===== src/logic/mem_noc_defs.svh =====
`ifndef MEM_NOC_DEFS_SVH
`define MEM_NOC_DEFS_SVH

// Network link geometry.
`define MEM_NOC_FLIT_W 16
`define MEM_NOC_CORD_W 4
`define MEM_NOC_CID_W  2

// Flits after the first one, a 3-bit field on the wire.
`define MEM_NOC_LEN_W  3

// Memory response fields.
`define MEM_ADDR_W     20
`define MEM_DATA_W     64
`define MEM_ID_W       4

// Configuration port.
`define APB_ADDR_W     4
`define APB_DATA_W     32

// Register offsets.
`define MEM_NOC_REG_CTRL  4'h0
`define MEM_NOC_REG_COORD 4'h4
`define MEM_NOC_REG_SENT  4'h8
`define MEM_NOC_REG_DROP  4'hC

// Longest packet: 6 flits after the header flit.
`define MEM_NOC_MAX_LEN   6

`endif


===== src/logic/mem_noc_pkg.sv =====
`include "mem_noc_defs.svh"

package mem_noc_pkg;

  typedef logic [`MEM_NOC_CORD_W-1:0] cord_t;
  typedef logic [`MEM_NOC_CID_W-1:0]  cid_t;
  typedef logic [`MEM_NOC_LEN_W-1:0]  len_t;
  typedef logic [`MEM_NOC_FLIT_W-1:0] flit_t;
  typedef logic [`MEM_ADDR_W-1:0]     mem_addr_t;
  typedef logic [`MEM_DATA_W-1:0]     mem_data_t;

  // Codes 5 to 7 are not defined and get dropped.
  typedef enum logic [2:0] {
    e_mem_rd    = 3'd0,
    e_mem_wr    = 3'd1,
    e_mem_uc_rd = 3'd2,
    e_mem_uc_wr = 3'd3,
    e_mem_pre   = 3'd4
  } mem_msg_type_e;

  typedef enum logic [1:0] {
    e_size_1 = 2'd0,
    e_size_2 = 2'd1,
    e_size_4 = 2'd2,
    e_size_8 = 2'd3
  } mem_msg_size_e;

  typedef struct packed {
    mem_msg_type_e          msg_type;
    mem_msg_size_e          size;
    mem_addr_t              addr;
    logic [`MEM_ID_W-1:0]   payload_id;
  } mem_resp_hdr_s;

  typedef struct packed {
    mem_data_t     data;
    mem_resp_hdr_s header;
  } mem_resp_s;

  // Declared MSB first, so cord sits in the lowest bits.
  typedef struct packed {
    mem_data_t     data;
    mem_resp_hdr_s msg;
    cid_t          src_cid;
    cord_t         src_cord;
    len_t          len;
    cid_t          cid;
    cord_t         cord;
  } mem_resp_packet_s;

  typedef struct packed {
    cord_t src_cord;
    cid_t  src_cid;
    cord_t dst_cord;
    cid_t  dst_cid;
  } coord_cfg_s;

  typedef enum logic {
    e_idle,
    e_send
  } ser_state_e;

endpackage


===== src/logic/mem_noc_cfg_apb.sv =====
`timescale 1ns/1ps
`include "mem_noc_defs.svh"

module mem_noc_cfg_apb
  import mem_noc_pkg::*;
(
  input  logic                   clk_i,
  input  logic                   rst_n_i,
  input  logic                   psel_i,
  input  logic                   penable_i,
  input  logic                   pwrite_i,
  input  logic [`APB_ADDR_W-1:0] paddr_i,
  input  logic [`APB_DATA_W-1:0] pwdata_i,
  output logic [`APB_DATA_W-1:0] prdata_o,
  output logic                   pready_o,
  output logic                   pslverr_o,
  input  logic                   sent_i,
  input  logic                   dropped_i,
  output logic                   enable_o,
  output coord_cfg_s             coord_o
);

  logic                   enable_q;
  coord_cfg_s             coord_q;
  logic [`APB_DATA_W-1:0] sent_cnt_q;
  logic [`APB_DATA_W-1:0] drop_cnt_q;
  logic                   aligned;
  logic                   access;
  logic                   wr_en;

  assign aligned = (paddr_i[1:0] == 2'b00);
  assign access  = psel_i && penable_i;
  assign wr_en   = access && pwrite_i && aligned;

  // No wait states.
  assign pready_o  = 1'b1;
  assign pslverr_o = access && !aligned;

  assign enable_o = enable_q;
  assign coord_o  = coord_q;

  always_ff @(posedge clk_i or negedge rst_n_i) begin
    if (!rst_n_i) begin
      enable_q <= 1'b0;
      coord_q  <= '0;
    end else if (wr_en) begin
      case (paddr_i)
        `MEM_NOC_REG_CTRL: enable_q <= pwdata_i[0];
        `MEM_NOC_REG_COORD: begin
          coord_q.src_cord <= pwdata_i[3:0];
          coord_q.src_cid  <= pwdata_i[5:4];
          coord_q.dst_cord <= pwdata_i[11:8];
          coord_q.dst_cid  <= pwdata_i[13:12];
        end
        // SENT and DROP are read only.
        default: ;
      endcase
    end
  end

  always_ff @(posedge clk_i or negedge rst_n_i) begin
    if (!rst_n_i) begin
      sent_cnt_q <= '0;
      drop_cnt_q <= '0;
    end else begin
      if (sent_i) begin
        sent_cnt_q <= sent_cnt_q + 32'd1;
      end
      if (dropped_i) begin
        drop_cnt_q <= drop_cnt_q + 32'd1;
      end
    end
  end

  always_comb begin
    prdata_o = '0;
    case (paddr_i)
      `MEM_NOC_REG_CTRL:  prdata_o[0] = enable_q;
      `MEM_NOC_REG_COORD: begin
        prdata_o[3:0]   = coord_q.src_cord;
        prdata_o[5:4]   = coord_q.src_cid;
        prdata_o[11:8]  = coord_q.dst_cord;
        prdata_o[13:12] = coord_q.dst_cid;
      end
      `MEM_NOC_REG_SENT:  prdata_o = sent_cnt_q;
      `MEM_NOC_REG_DROP:  prdata_o = drop_cnt_q;
      default:            prdata_o = '0;
    endcase
  end

  // Master side protocol: the access phase only follows a select.
  penable_psel_a: assert property (@(posedge clk_i) disable iff (!rst_n_i)
    penable_i |-> psel_i);

endmodule


===== config.mk =====
export PLATFORM = sky130hd
export DESIGN_NAME = mem_noc_cfg_apb
export DESIGN_NICKNAME = d
export VERILOG_FILES = /design/src/logic/mem_noc_pkg.sv /design/src/logic/mem_noc_cfg_apb.sv
export VERILOG_INCLUDE_DIRS = /design/src /design/src/logic
export SDC_FILE = /design/constraint.sdc
export NUM_CORES = 1
export LEC_CHECK = 0
export BUFFER_PORTS_ARGS = -buffer_cell sky130_fd_sc_hd__buf_2
export CAP_MARGIN = 20
export CORE_MARGIN = 2
export CORE_UTILIZATION = 45
export DETAILED_ROUTE_END_ITERATION = 7
export PLACE_DENSITY = 0.68
export SLEW_MARGIN = 20
export SYNTH_ARGS = -nofsm -noshare
export SYNTH_HDL_FRONTEND = slang
export SYNTH_SLANG_ARGS = --single-unit

===== constraint.sdc =====
create_clock -name clk_i -period 2.1 [get_ports clk_i]
set_input_delay 0.315 -clock clk_i [delete_from_list [all_inputs] [get_ports clk_i]]
set_output_delay 0.315 -clock clk_i [all_outputs]
set_load 0.02 [all_outputs]

==> run metrics <==
async set-reset flop share out of synthesis=100%; CTS clk-pin slew, worst paths=about 90 ps; CTS Root Cell=clkbuf_8; setup violators final=0; Cells after Synth=360; post-route cell area=~4600 um2; synth warn=0; min Tclk post-route=~1900 ps; share of power burned in the clock network=30.2%; # port buffers=68; DR vias=between 2000 and 3000; fraction of synthesized cell area in xor and xnor cells=approximately 14%; cts bufs inserted=9; Synth Area in Compound Gates=6.69%; CP required=approximately 1800 ps; RSZ-0062 raised after global routing=false; DIE HEIGHT=slightly below 100 um; period utilization=around nine tenths; vias in the first global route=around 2900; drc violations=0; Synth Register Bits=between 70 and 80; Worst Path Class, Setup=reg2out; proportion of synthesized area in mux cells=7.74%; arrival time at the worst endpoint=around 1600 ps; H-tree lvl count=3; Top FF cell, synth=dfrtp_1; Commonest cells post-synth=dfrtp_1, xnor2_1, xor2_1, mux2_2, nand2_1; post-synthesis sequential area ratio=~49%; sequential share of power=53.2%; routed len/inst=16.1 um; Non-Filler Instances=about 540; worst-path fanout max=4; DP Wirelength=about 6.3 mm; switching power total=~1.1 mW; CP endpoint kind=primary output; P&R area growth vs syn=17.5%; antenna cells=0; initial antenna violation count=0; Hold WC Path Type=in2reg; NumNets Final=around 480; Simple-Gate Fraction of Synth Area=a little under a fifth; GP Congestion=approximately 0.79; CTS sink count=a little under 80; final hold viol count=0; Die W=a little under 100 um; first-pass GRT wire length=~15 mm; die area=about 9500 um2; drt first-iter violations=around 120; Cell variety after synth=31; Layout fillers=between 700 and 800; top cell type by total area after synthesis=dfrtp_1; syn nets=roughly 410; Yosys top cell area share=between 40% and 50%; synth top area cells=dfrtp_1, xnor2_1, mux2_2, xor2_1, a22o_1; Sw Ratio=about a third; Final Skew=10.5 ps; I/O pin count=90; main combinational cell family by area after synthesis=simple AND/OR/NAND/NOR gates; Slew Limit Fails=0; setup tns final=0 ps; WHS=180 ps; post-cts sizing count=0; top-count cell post-synth=dfrtp_1; Clock Path Buffers=2; Core ar.=about 8600 um2; grt ovf=0; Synth Area in Adders=0.637%; Startpoint Class=register; Max VDD drop=around 470 uV; worst reg-to-reg path cell count=5; Post-Syn Area=approximately 4000 um2; pre-CTS WS=between 200 and 300 ps; Post-DP Area=around 4400 um2; final setup margin=between 150 and 200 ps; first-pass detailed-route iteration total=4; Routed Antenna Nets=0; GR Util All Layers=between 10% and 20%; syn_area_per_cell=roughly 11 um2; DR vias/cell=5.49; max cap viols=0; Cell Pwr Density=751 nW/um2; row cnt=34; fin util=a little over half; Initial Util=between 40% and 50%; fmax=523 MHz; DRT Wirelength=~9 mm; TritonCTS clock tree=yes; largest net degree at the start of global routing=44; Post-synth EDFFs=0; Leak Pwr=roughly 2.3 nW; Comb power frac=between 10% and 20%; Power, Total=about 3.5 mW; worst hold stages=2; Pint=between 2 and 2.5 mW; status=complete, no violations; worst-skew pair later-pin latency=approximately 360 ps; placed insts=approximately 530; share of layout cells above drive strength 1=28.9%
==> power groups by stage <==
stage,clock [mW],sequential [mW],combinational [mW]
floorplan,0,1.86,0.368
global placement,0,1.86,0.565
detailed placement,0,1.87,0.582
CTS,1.09,1.85,0.585
global route,1.15,1.89,0.641
finish,1.05,1.85,0.575
==> flip-flops by register name, summed over array words and instances, names as in the netlist <==
register	count
coord_o	12
enable_o	1
sent_cnt_q	32
drop_cnt_q	32
==> repair_timing <==
item,in CTS,in global routing
hold endpoints to repair,34,0
buffers inserted,0,0
hold buffers,1,0
==> cell families after synthesis <==
family,Yosys count
other cells,1
xor+xnor,62
simple gates,134
compound gates,32
flops,77
mux,26
buf+inv,26
fa+ha+maj,2
==> worst max-delay path: stages, from the launching register on <==
cell and delay (ps):
dfrtp_1 440, mux4_2 490, and2_1 160, buf_2 160
==> layout make-up <==
cell class	count	area, um2	share of cell area, %
clock buffers	9	124	2.68
clock inverters	7	57.6	1.25
inverters	9	33.8	0.732
multi-input cells	257	1890	40.9
flip-flops and latches	77	1930	41.7
well taps	108	135	2.93
repair buffers	77	450	9.75
==> worst paths after layout <==
kind	slack, ps	startpoint	endpoint
worst max-delay path	190	drop_cnt_q[0]$_DFFE_PN0P_	prdata_o[0]
min in group asynchronous	450	rst_n_i	sent_cnt_q[30]$_DFFE_PN0P_
worst max register to register	320	drop_cnt_q[0]$_DFFE_PN0P_	drop_cnt_q[22]$_DFFE_PN0P_
max in group asynchronous	1070	rst_n_i	coord_o[7]$_DFFE_PN0P_
worst min register to register	480	drop_cnt_q[31]$_DFFE_PN0P_	drop_cnt_q[31]$_DFFE_PN0P_
worst min-delay path	180	pwdata_i[1]	coord_o[9]$_DFFE_PN0P_
==> routing by layer <==
layer / track usage (%) / share of wire (%)
met5: 0 / 0
met3: 4.68 / 4.5
met2: 29.4 / 44
met1: 28.1 / 49
met4: 7.48 / 2.5
==> placed cells by master, fill, tap and decap left out, drive strengths merged, types with 12 or more instances in the layout <==
cell type	count
a22o	20
buf	76
dfrtp	77
xnor2	35
nor3	12
nand4	19
inv	12
nand3	22
nor4	12
nand2	24
nor2	23
mux2	25
xor2	27
(Power assumes the default switching activity.)
