[config.mk]
export PLATFORM = sky130hd
export DESIGN_NAME = wormhole_flit_serializer
export DESIGN_NICKNAME = d
export VERILOG_FILES = /design/src/logic/mem_noc_pkg.sv /design/src/logic/wormhole_flit_serializer.sv
export VERILOG_INCLUDE_DIRS = /design/src /design/src/logic
export SDC_FILE = /design/constraint.sdc
export NUM_CORES = 1
export LEC_CHECK = 0
export BUFFER_PORTS_ARGS = -buffer_cell sky130_fd_sc_hd__buf_2
export CAP_MARGIN = 20
export CORE_ASPECT_RATIO = 1.4
export CORE_MARGIN = 3
export CORE_UTILIZATION = 51
export CTS_CLUSTER_DIAMETER = 200
export DETAILED_ROUTE_END_ITERATION = 16
export PLACE_DENSITY = 0.79
export SLEW_MARGIN = 20
export SYNTH_ARGS = -nofsm -noshare
export SYNTH_HDL_FRONTEND = slang
export SYNTH_SLANG_ARGS = --single-unit
export TNS_END_PERCENT = 5
[constraint.sdc]
create_clock -name clk_i -period 4.3 [get_ports clk_i]
set_input_delay 0.43 -clock clk_i [delete_from_list [all_inputs] [get_ports clk_i]]
set_output_delay 0.43 -clock clk_i [all_outputs]
set_load 0.005 [all_outputs]
[src/logic/mem_noc_defs.svh]
`ifndef MEM_NOC_DEFS_SVH
`define MEM_NOC_DEFS_SVH

// Network link geometry.
`define MEM_NOC_FLIT_W 16
`define MEM_NOC_CORD_W 4
`define MEM_NOC_CID_W  2

// Flits after the first one, a 3-bit field on the wire.
`define MEM_NOC_LEN_W  3

// Memory response fields.
`define MEM_ADDR_W     20
`define MEM_DATA_W     64
`define MEM_ID_W       4

// Configuration port.
`define APB_ADDR_W     4
`define APB_DATA_W     32

// Register offsets.
`define MEM_NOC_REG_CTRL  4'h0
`define MEM_NOC_REG_COORD 4'h4
`define MEM_NOC_REG_SENT  4'h8
`define MEM_NOC_REG_DROP  4'hC

// Longest packet: 6 flits after the header flit.
`define MEM_NOC_MAX_LEN   6

`endif

[src/logic/mem_noc_pkg.sv]
`include "mem_noc_defs.svh"

package mem_noc_pkg;

  typedef logic [`MEM_NOC_CORD_W-1:0] cord_t;
  typedef logic [`MEM_NOC_CID_W-1:0]  cid_t;
  typedef logic [`MEM_NOC_LEN_W-1:0]  len_t;
  typedef logic [`MEM_NOC_FLIT_W-1:0] flit_t;
  typedef logic [`MEM_ADDR_W-1:0]     mem_addr_t;
  typedef logic [`MEM_DATA_W-1:0]     mem_data_t;

  // Codes 5 to 7 are not defined and get dropped.
  typedef enum logic [2:0] {
    e_mem_rd    = 3'd0,
    e_mem_wr    = 3'd1,
    e_mem_uc_rd = 3'd2,
    e_mem_uc_wr = 3'd3,
    e_mem_pre   = 3'd4
  } mem_msg_type_e;

  typedef enum logic [1:0] {
    e_size_1 = 2'd0,
    e_size_2 = 2'd1,
    e_size_4 = 2'd2,
    e_size_8 = 2'd3
  } mem_msg_size_e;

  typedef struct packed {
    mem_msg_type_e          msg_type;
    mem_msg_size_e          size;
    mem_addr_t              addr;
    logic [`MEM_ID_W-1:0]   payload_id;
  } mem_resp_hdr_s;

  typedef struct packed {
    mem_data_t     data;
    mem_resp_hdr_s header;
  } mem_resp_s;

  // Declared MSB first, so cord sits in the lowest bits.
  typedef struct packed {
    mem_data_t     data;
    mem_resp_hdr_s msg;
    cid_t          src_cid;
    cord_t         src_cord;
    len_t          len;
    cid_t          cid;
    cord_t         cord;
  } mem_resp_packet_s;

  typedef struct packed {
    cord_t src_cord;
    cid_t  src_cid;
    cord_t dst_cord;
    cid_t  dst_cid;
  } coord_cfg_s;

  typedef enum logic {
    e_idle,
    e_send
  } ser_state_e;

endpackage

[src/logic/wormhole_flit_serializer.sv]
`timescale 1ns/1ps
`include "mem_noc_defs.svh"

module wormhole_flit_serializer
  import mem_noc_pkg::*;
(
  input  logic             clk_i,
  input  logic             rst_n_i,
  input  logic             enable_i,
  input  mem_resp_packet_s packet_i,
  input  logic             packet_valid_i,
  input  logic             resp_v_i,
  output logic             resp_ready_o,
  output flit_t            link_data_o,
  output logic             link_v_o,
  input  logic             link_ready_i,
  output logic             sent_o,
  output logic             dropped_o
);

  localparam int FLIT_W    = `MEM_NOC_FLIT_W;
  localparam int PKT_W     = $bits(mem_resp_packet_s);
  localparam int NUM_FLITS = (PKT_W + FLIT_W - 1) / FLIT_W;

  ser_state_e                    state_q;
  len_t                          idx_q;
  logic                          sent_q;
  logic                          drop_q;
  mem_resp_packet_s              pkt_q;
  logic [NUM_FLITS*FLIT_W-1:0]   pkt_pad;
  logic                          accept;
  logic                          last_flit;

  assign resp_ready_o = (state_q == e_idle) && enable_i;
  assign accept       = resp_v_i && resp_ready_o;

  // Top flit is partly padding.
  assign pkt_pad     = (NUM_FLITS*FLIT_W)'(pkt_q);
  assign link_data_o = pkt_pad[idx_q*FLIT_W +: FLIT_W];
  assign link_v_o    = (state_q == e_send);
  assign last_flit   = (idx_q == pkt_q.len);

  assign sent_o    = sent_q;
  assign dropped_o = drop_q;

  always_ff @(posedge clk_i or negedge rst_n_i) begin
    if (!rst_n_i) begin
      state_q <= e_idle;
      idx_q   <= '0;
      sent_q  <= 1'b0;
      drop_q  <= 1'b0;
    end else begin
      sent_q <= 1'b0;
      drop_q <= 1'b0;
      case (state_q)
        e_idle: begin
          if (accept && packet_valid_i) begin
            state_q <= e_send;
            idx_q   <= '0;
          end else if (accept) begin
            drop_q <= 1'b1;
          end
        end
        e_send: begin
          if (link_ready_i && last_flit) begin
            state_q <= e_idle;
            sent_q  <= 1'b1;
          end else if (link_ready_i) begin
            idx_q <= idx_q + len_t'(1);
          end
        end
        default: state_q <= e_idle;
      endcase
    end
  end

  always_ff @(posedge clk_i) begin
    if (accept) begin
      pkt_q <= packet_i;
    end
  end

  data_stable_a: assert property (@(posedge clk_i) disable iff (!rst_n_i)
    link_v_o && !link_ready_i |=> link_v_o && $stable(link_data_o));

  // The flit index never runs past the stored length.
  idx_range_a: assert property (@(posedge clk_i) disable iff (!rst_n_i)
    link_v_o |-> idx_q <= pkt_q.len);

endmodule

==> results.md <==
- GPL Wtd Cong: about 0.82
- Num CTS Buffers: 17
- RSZ-0062 raised after global routing: false
- Area leader, netlist: edfxtp_1
- Worst EP required: 3.87 ns
- Period minus WS final: approximately 2.9 ns
- Routed length per instance: 18.2 µm
- Seq/Total Area, Yosys: 0.754
- Row cnt: 39
- Die width: 85.4 µm
- Synth top cells by count: 108 x edfxtp_1, 27 x a21oi_1, 27 x nor2_1
- Worst r2r path cells: 5
- # clock sinks: 114
- Routed WL: 9.14 mm
- Slew @ Worst Pin: 0.930 ns
- Gr ovfl total: 0
- Worst VDD drop: 417 µV
- Max-cap violation count: 0
- Initial drt markers: 160
- Crit. End Element: output pin
- Largest net degree at the start of global routing: 40
- Die area: 10000 µm²
- Initial core utilization: 0.536
- Crit Path Max Fanout: 22
- Leak: 0.00230 µW
- Crit. path cell count: 5
- Asr flop ratio synth: 0.0526
- Fin Clk Skew: 0.00379 ns
- YS warnings: 0
- Hold Vio Cnt, Final: 0
- Cell Pwr Density: 646 nW/µm²
- Fmax: 349 MHz
- Post-Syn Area: 4500 µm²
- Hold Path Stages: 2
- Synth area leaders: edfxtp_1 72%, mux4_2 8.0%, mux2i_1 3.6%
- Clock latency on the worst-skew pair: 0.40 ns
- Antenna Diode Count: 0
- Max-slew headroom: 0.380
- First-pass GRT wire length: ~14 mm
- Setup bufs post-CTS: 0
- Die height: 117 µm
- Vias/cell: 5.35
- Detailed Place HPWL: between 6 and 7 mm
- EDFF count, synth: 108
- Worst r2r src: idx_q[0]
- Share of cells above drive strength 1: 0.466
- Area post-placement: 5240 µm²
- Clk buf depth: 2
- Fin util: 0.700
- Critical path origin: idx_q[0]
- Vias: between 2000 and 3000
- Synth unique cells: 26
- Final period util: 0.666
- Synth Instances: 244
- Synth Net Count: 359
- Count leader, synth: edfxtp_1
- IO buf count: 133
- Worst Path Arrival: 2.43 ns
- Area Growth Syn to Fin: 30.4%
- CTS tree: built
- Final Slew Violations: 0
- Root buf cell: clkbuf_16
- Worst-path cell chain: buf_4, mux4_2, nor2_1, a21oi_1, buf_2
- Post-DRT Antenna Nets: 0
- Worst path slowest cell: dfrtp_2
- Core area: around 8400 µm²
- IO Pins: about 130
- Startpoint types: register
- Synthesized flop and latch total: 114
- Fin area: 5870 µm²
- Gr usage total: 0.193
- Status: completed
- Final setup TNS: 0 ns
- Hold path start: packet_valid_i
- Largest stage delay, worst path: 0.75 ns
- Final setup vio count: 0
- Residual DRC count: 0
- # nets final: a little over 500
- Min-Delay Path Class: in2reg
- CTS clk-pin slew, worst paths: 0.05 ns
- Critical path type: reg2out
- Initial antenna violation count: 0
- Vias in the first global route: around 2800
- Ys flop type: edfxtp_1
- Buf/Inv on CP: 2
- Avg Cell Area, Syn: 18.5 µm²
- Synth top area share: 0.720
- Kind of cell adding the most delay to the critical path: flip-flops
- H-tree Lvls: 4
- First-pass DRT Iterations: 4
- Design Power: 3800 µW
## area by class of cell
cell class                      instances  area, µm²
Clock buffer                           18        429
Clock inverter                         13        191
Fill cell                             545       2520
Inverter                                7       26.3
Multi-Input combinational cell        111        996
Sequential cell                       114       3400
Tap cell                              102        128
Timing Repair Buffer                  138        706
## power breakdown
group	internal [µW]	switching [µW]	total, µW
logic	424	404	827
clock network	1010	450	1460
registers	1360	142	1510
## path summary, 6_finish.rpt
check                                  to  slack [ns]
max                        link_data_o[4]        1.44
min                             dropped_o        0.18
max reg2reg                      idx_q[1]        2.23
min reg2reg                      link_v_o        0.69
max in group asynchronous        idx_q[0]        3.75
min in group asynchronous       dropped_o        0.38
## state kept, by name (all words and copies together) (netlist names)
register	cells
dropped_o	1
idx_q	3
link_v_o	1
pkt_pad	108
sent_o	1
## per-stage QoR
stage | hold slack, ns | cells | setup WS [ns]
6_report | 0.185 | 503 | 1.44
5_1_grt | 0.173 | 503 | 1.29
4_1_cts | 0.173 | 503 | 1.38
3_5_place_dp | 0.266 | 471 | 1.82
3_3_place_gp | 0.261 | 471 | 1.86
2_1_floorplan | 0.134 | 244 | 0.647
## repair_timing
| item | 4_1_cts | 5_1_grt |
|---|---|---|
| hold endpoints to repair | 6 | 0 |
| gates resized for setup | 0 | 0 |
| hold buffers | 1 | 0 |
## layout by cell type, fill, tap and decap left out, drive strengths merged
cell type	Yosys	final
dfrtp	6	6
o2bb2ai	2	2
o22ai	5	5
a311oi	1	1
and4	1	1
nand4	1	1
nand2	3	3
clkinv	0	6
a211o	1	1
and2	2	2
mux4	16	16
nor2b	2	2
clkinvlp	0	2
inv	7	7
ha	1	1
xnor2	3	3
and3	1	1
a21oi	27	27
dlygate4sd3	0	1
clkbuf	3	18
and2b	1	1
mux2i	16	16
bufinv	0	5
edfxtp	108	108
nand2b	1	1
buf	9	137
nor2	27	27
## routing by layer
metal / global-route usage / wire [µm] / up-vias
met3: 0.0714 / 626 / 20
met5: 0 / 0 / -
li1: - / - / 1248
met1: 0.222 / 3400 / 1302
met4: 0.0929 / 214 / 0
met2: 0.322 / 4900 / 119
## worst reg2reg max path: cells and delay by family, from the launching register on
family	cells	cell delay [ns]
xor gates and xnor gates	1	0.17
DFF	1	0.75
and+or+nand+nor	2	0.37
AOI/OAI and AO/OA	1	0.27
buffers and inverters	1	0.40
## cells by family after synthesis
group | share of synthesized area
flip-flops | 0.754
AND/OR/NAND/NOR | 0.0417
AO/OA/AOI/OAI | 0.0447
multiplexers | 0.116
buffers and inverters | 0.0256
XOR/XNOR | 0.0158
adder cells (fa/ha/maj) | 0.00278
Power figures use the tool's default switching activity.
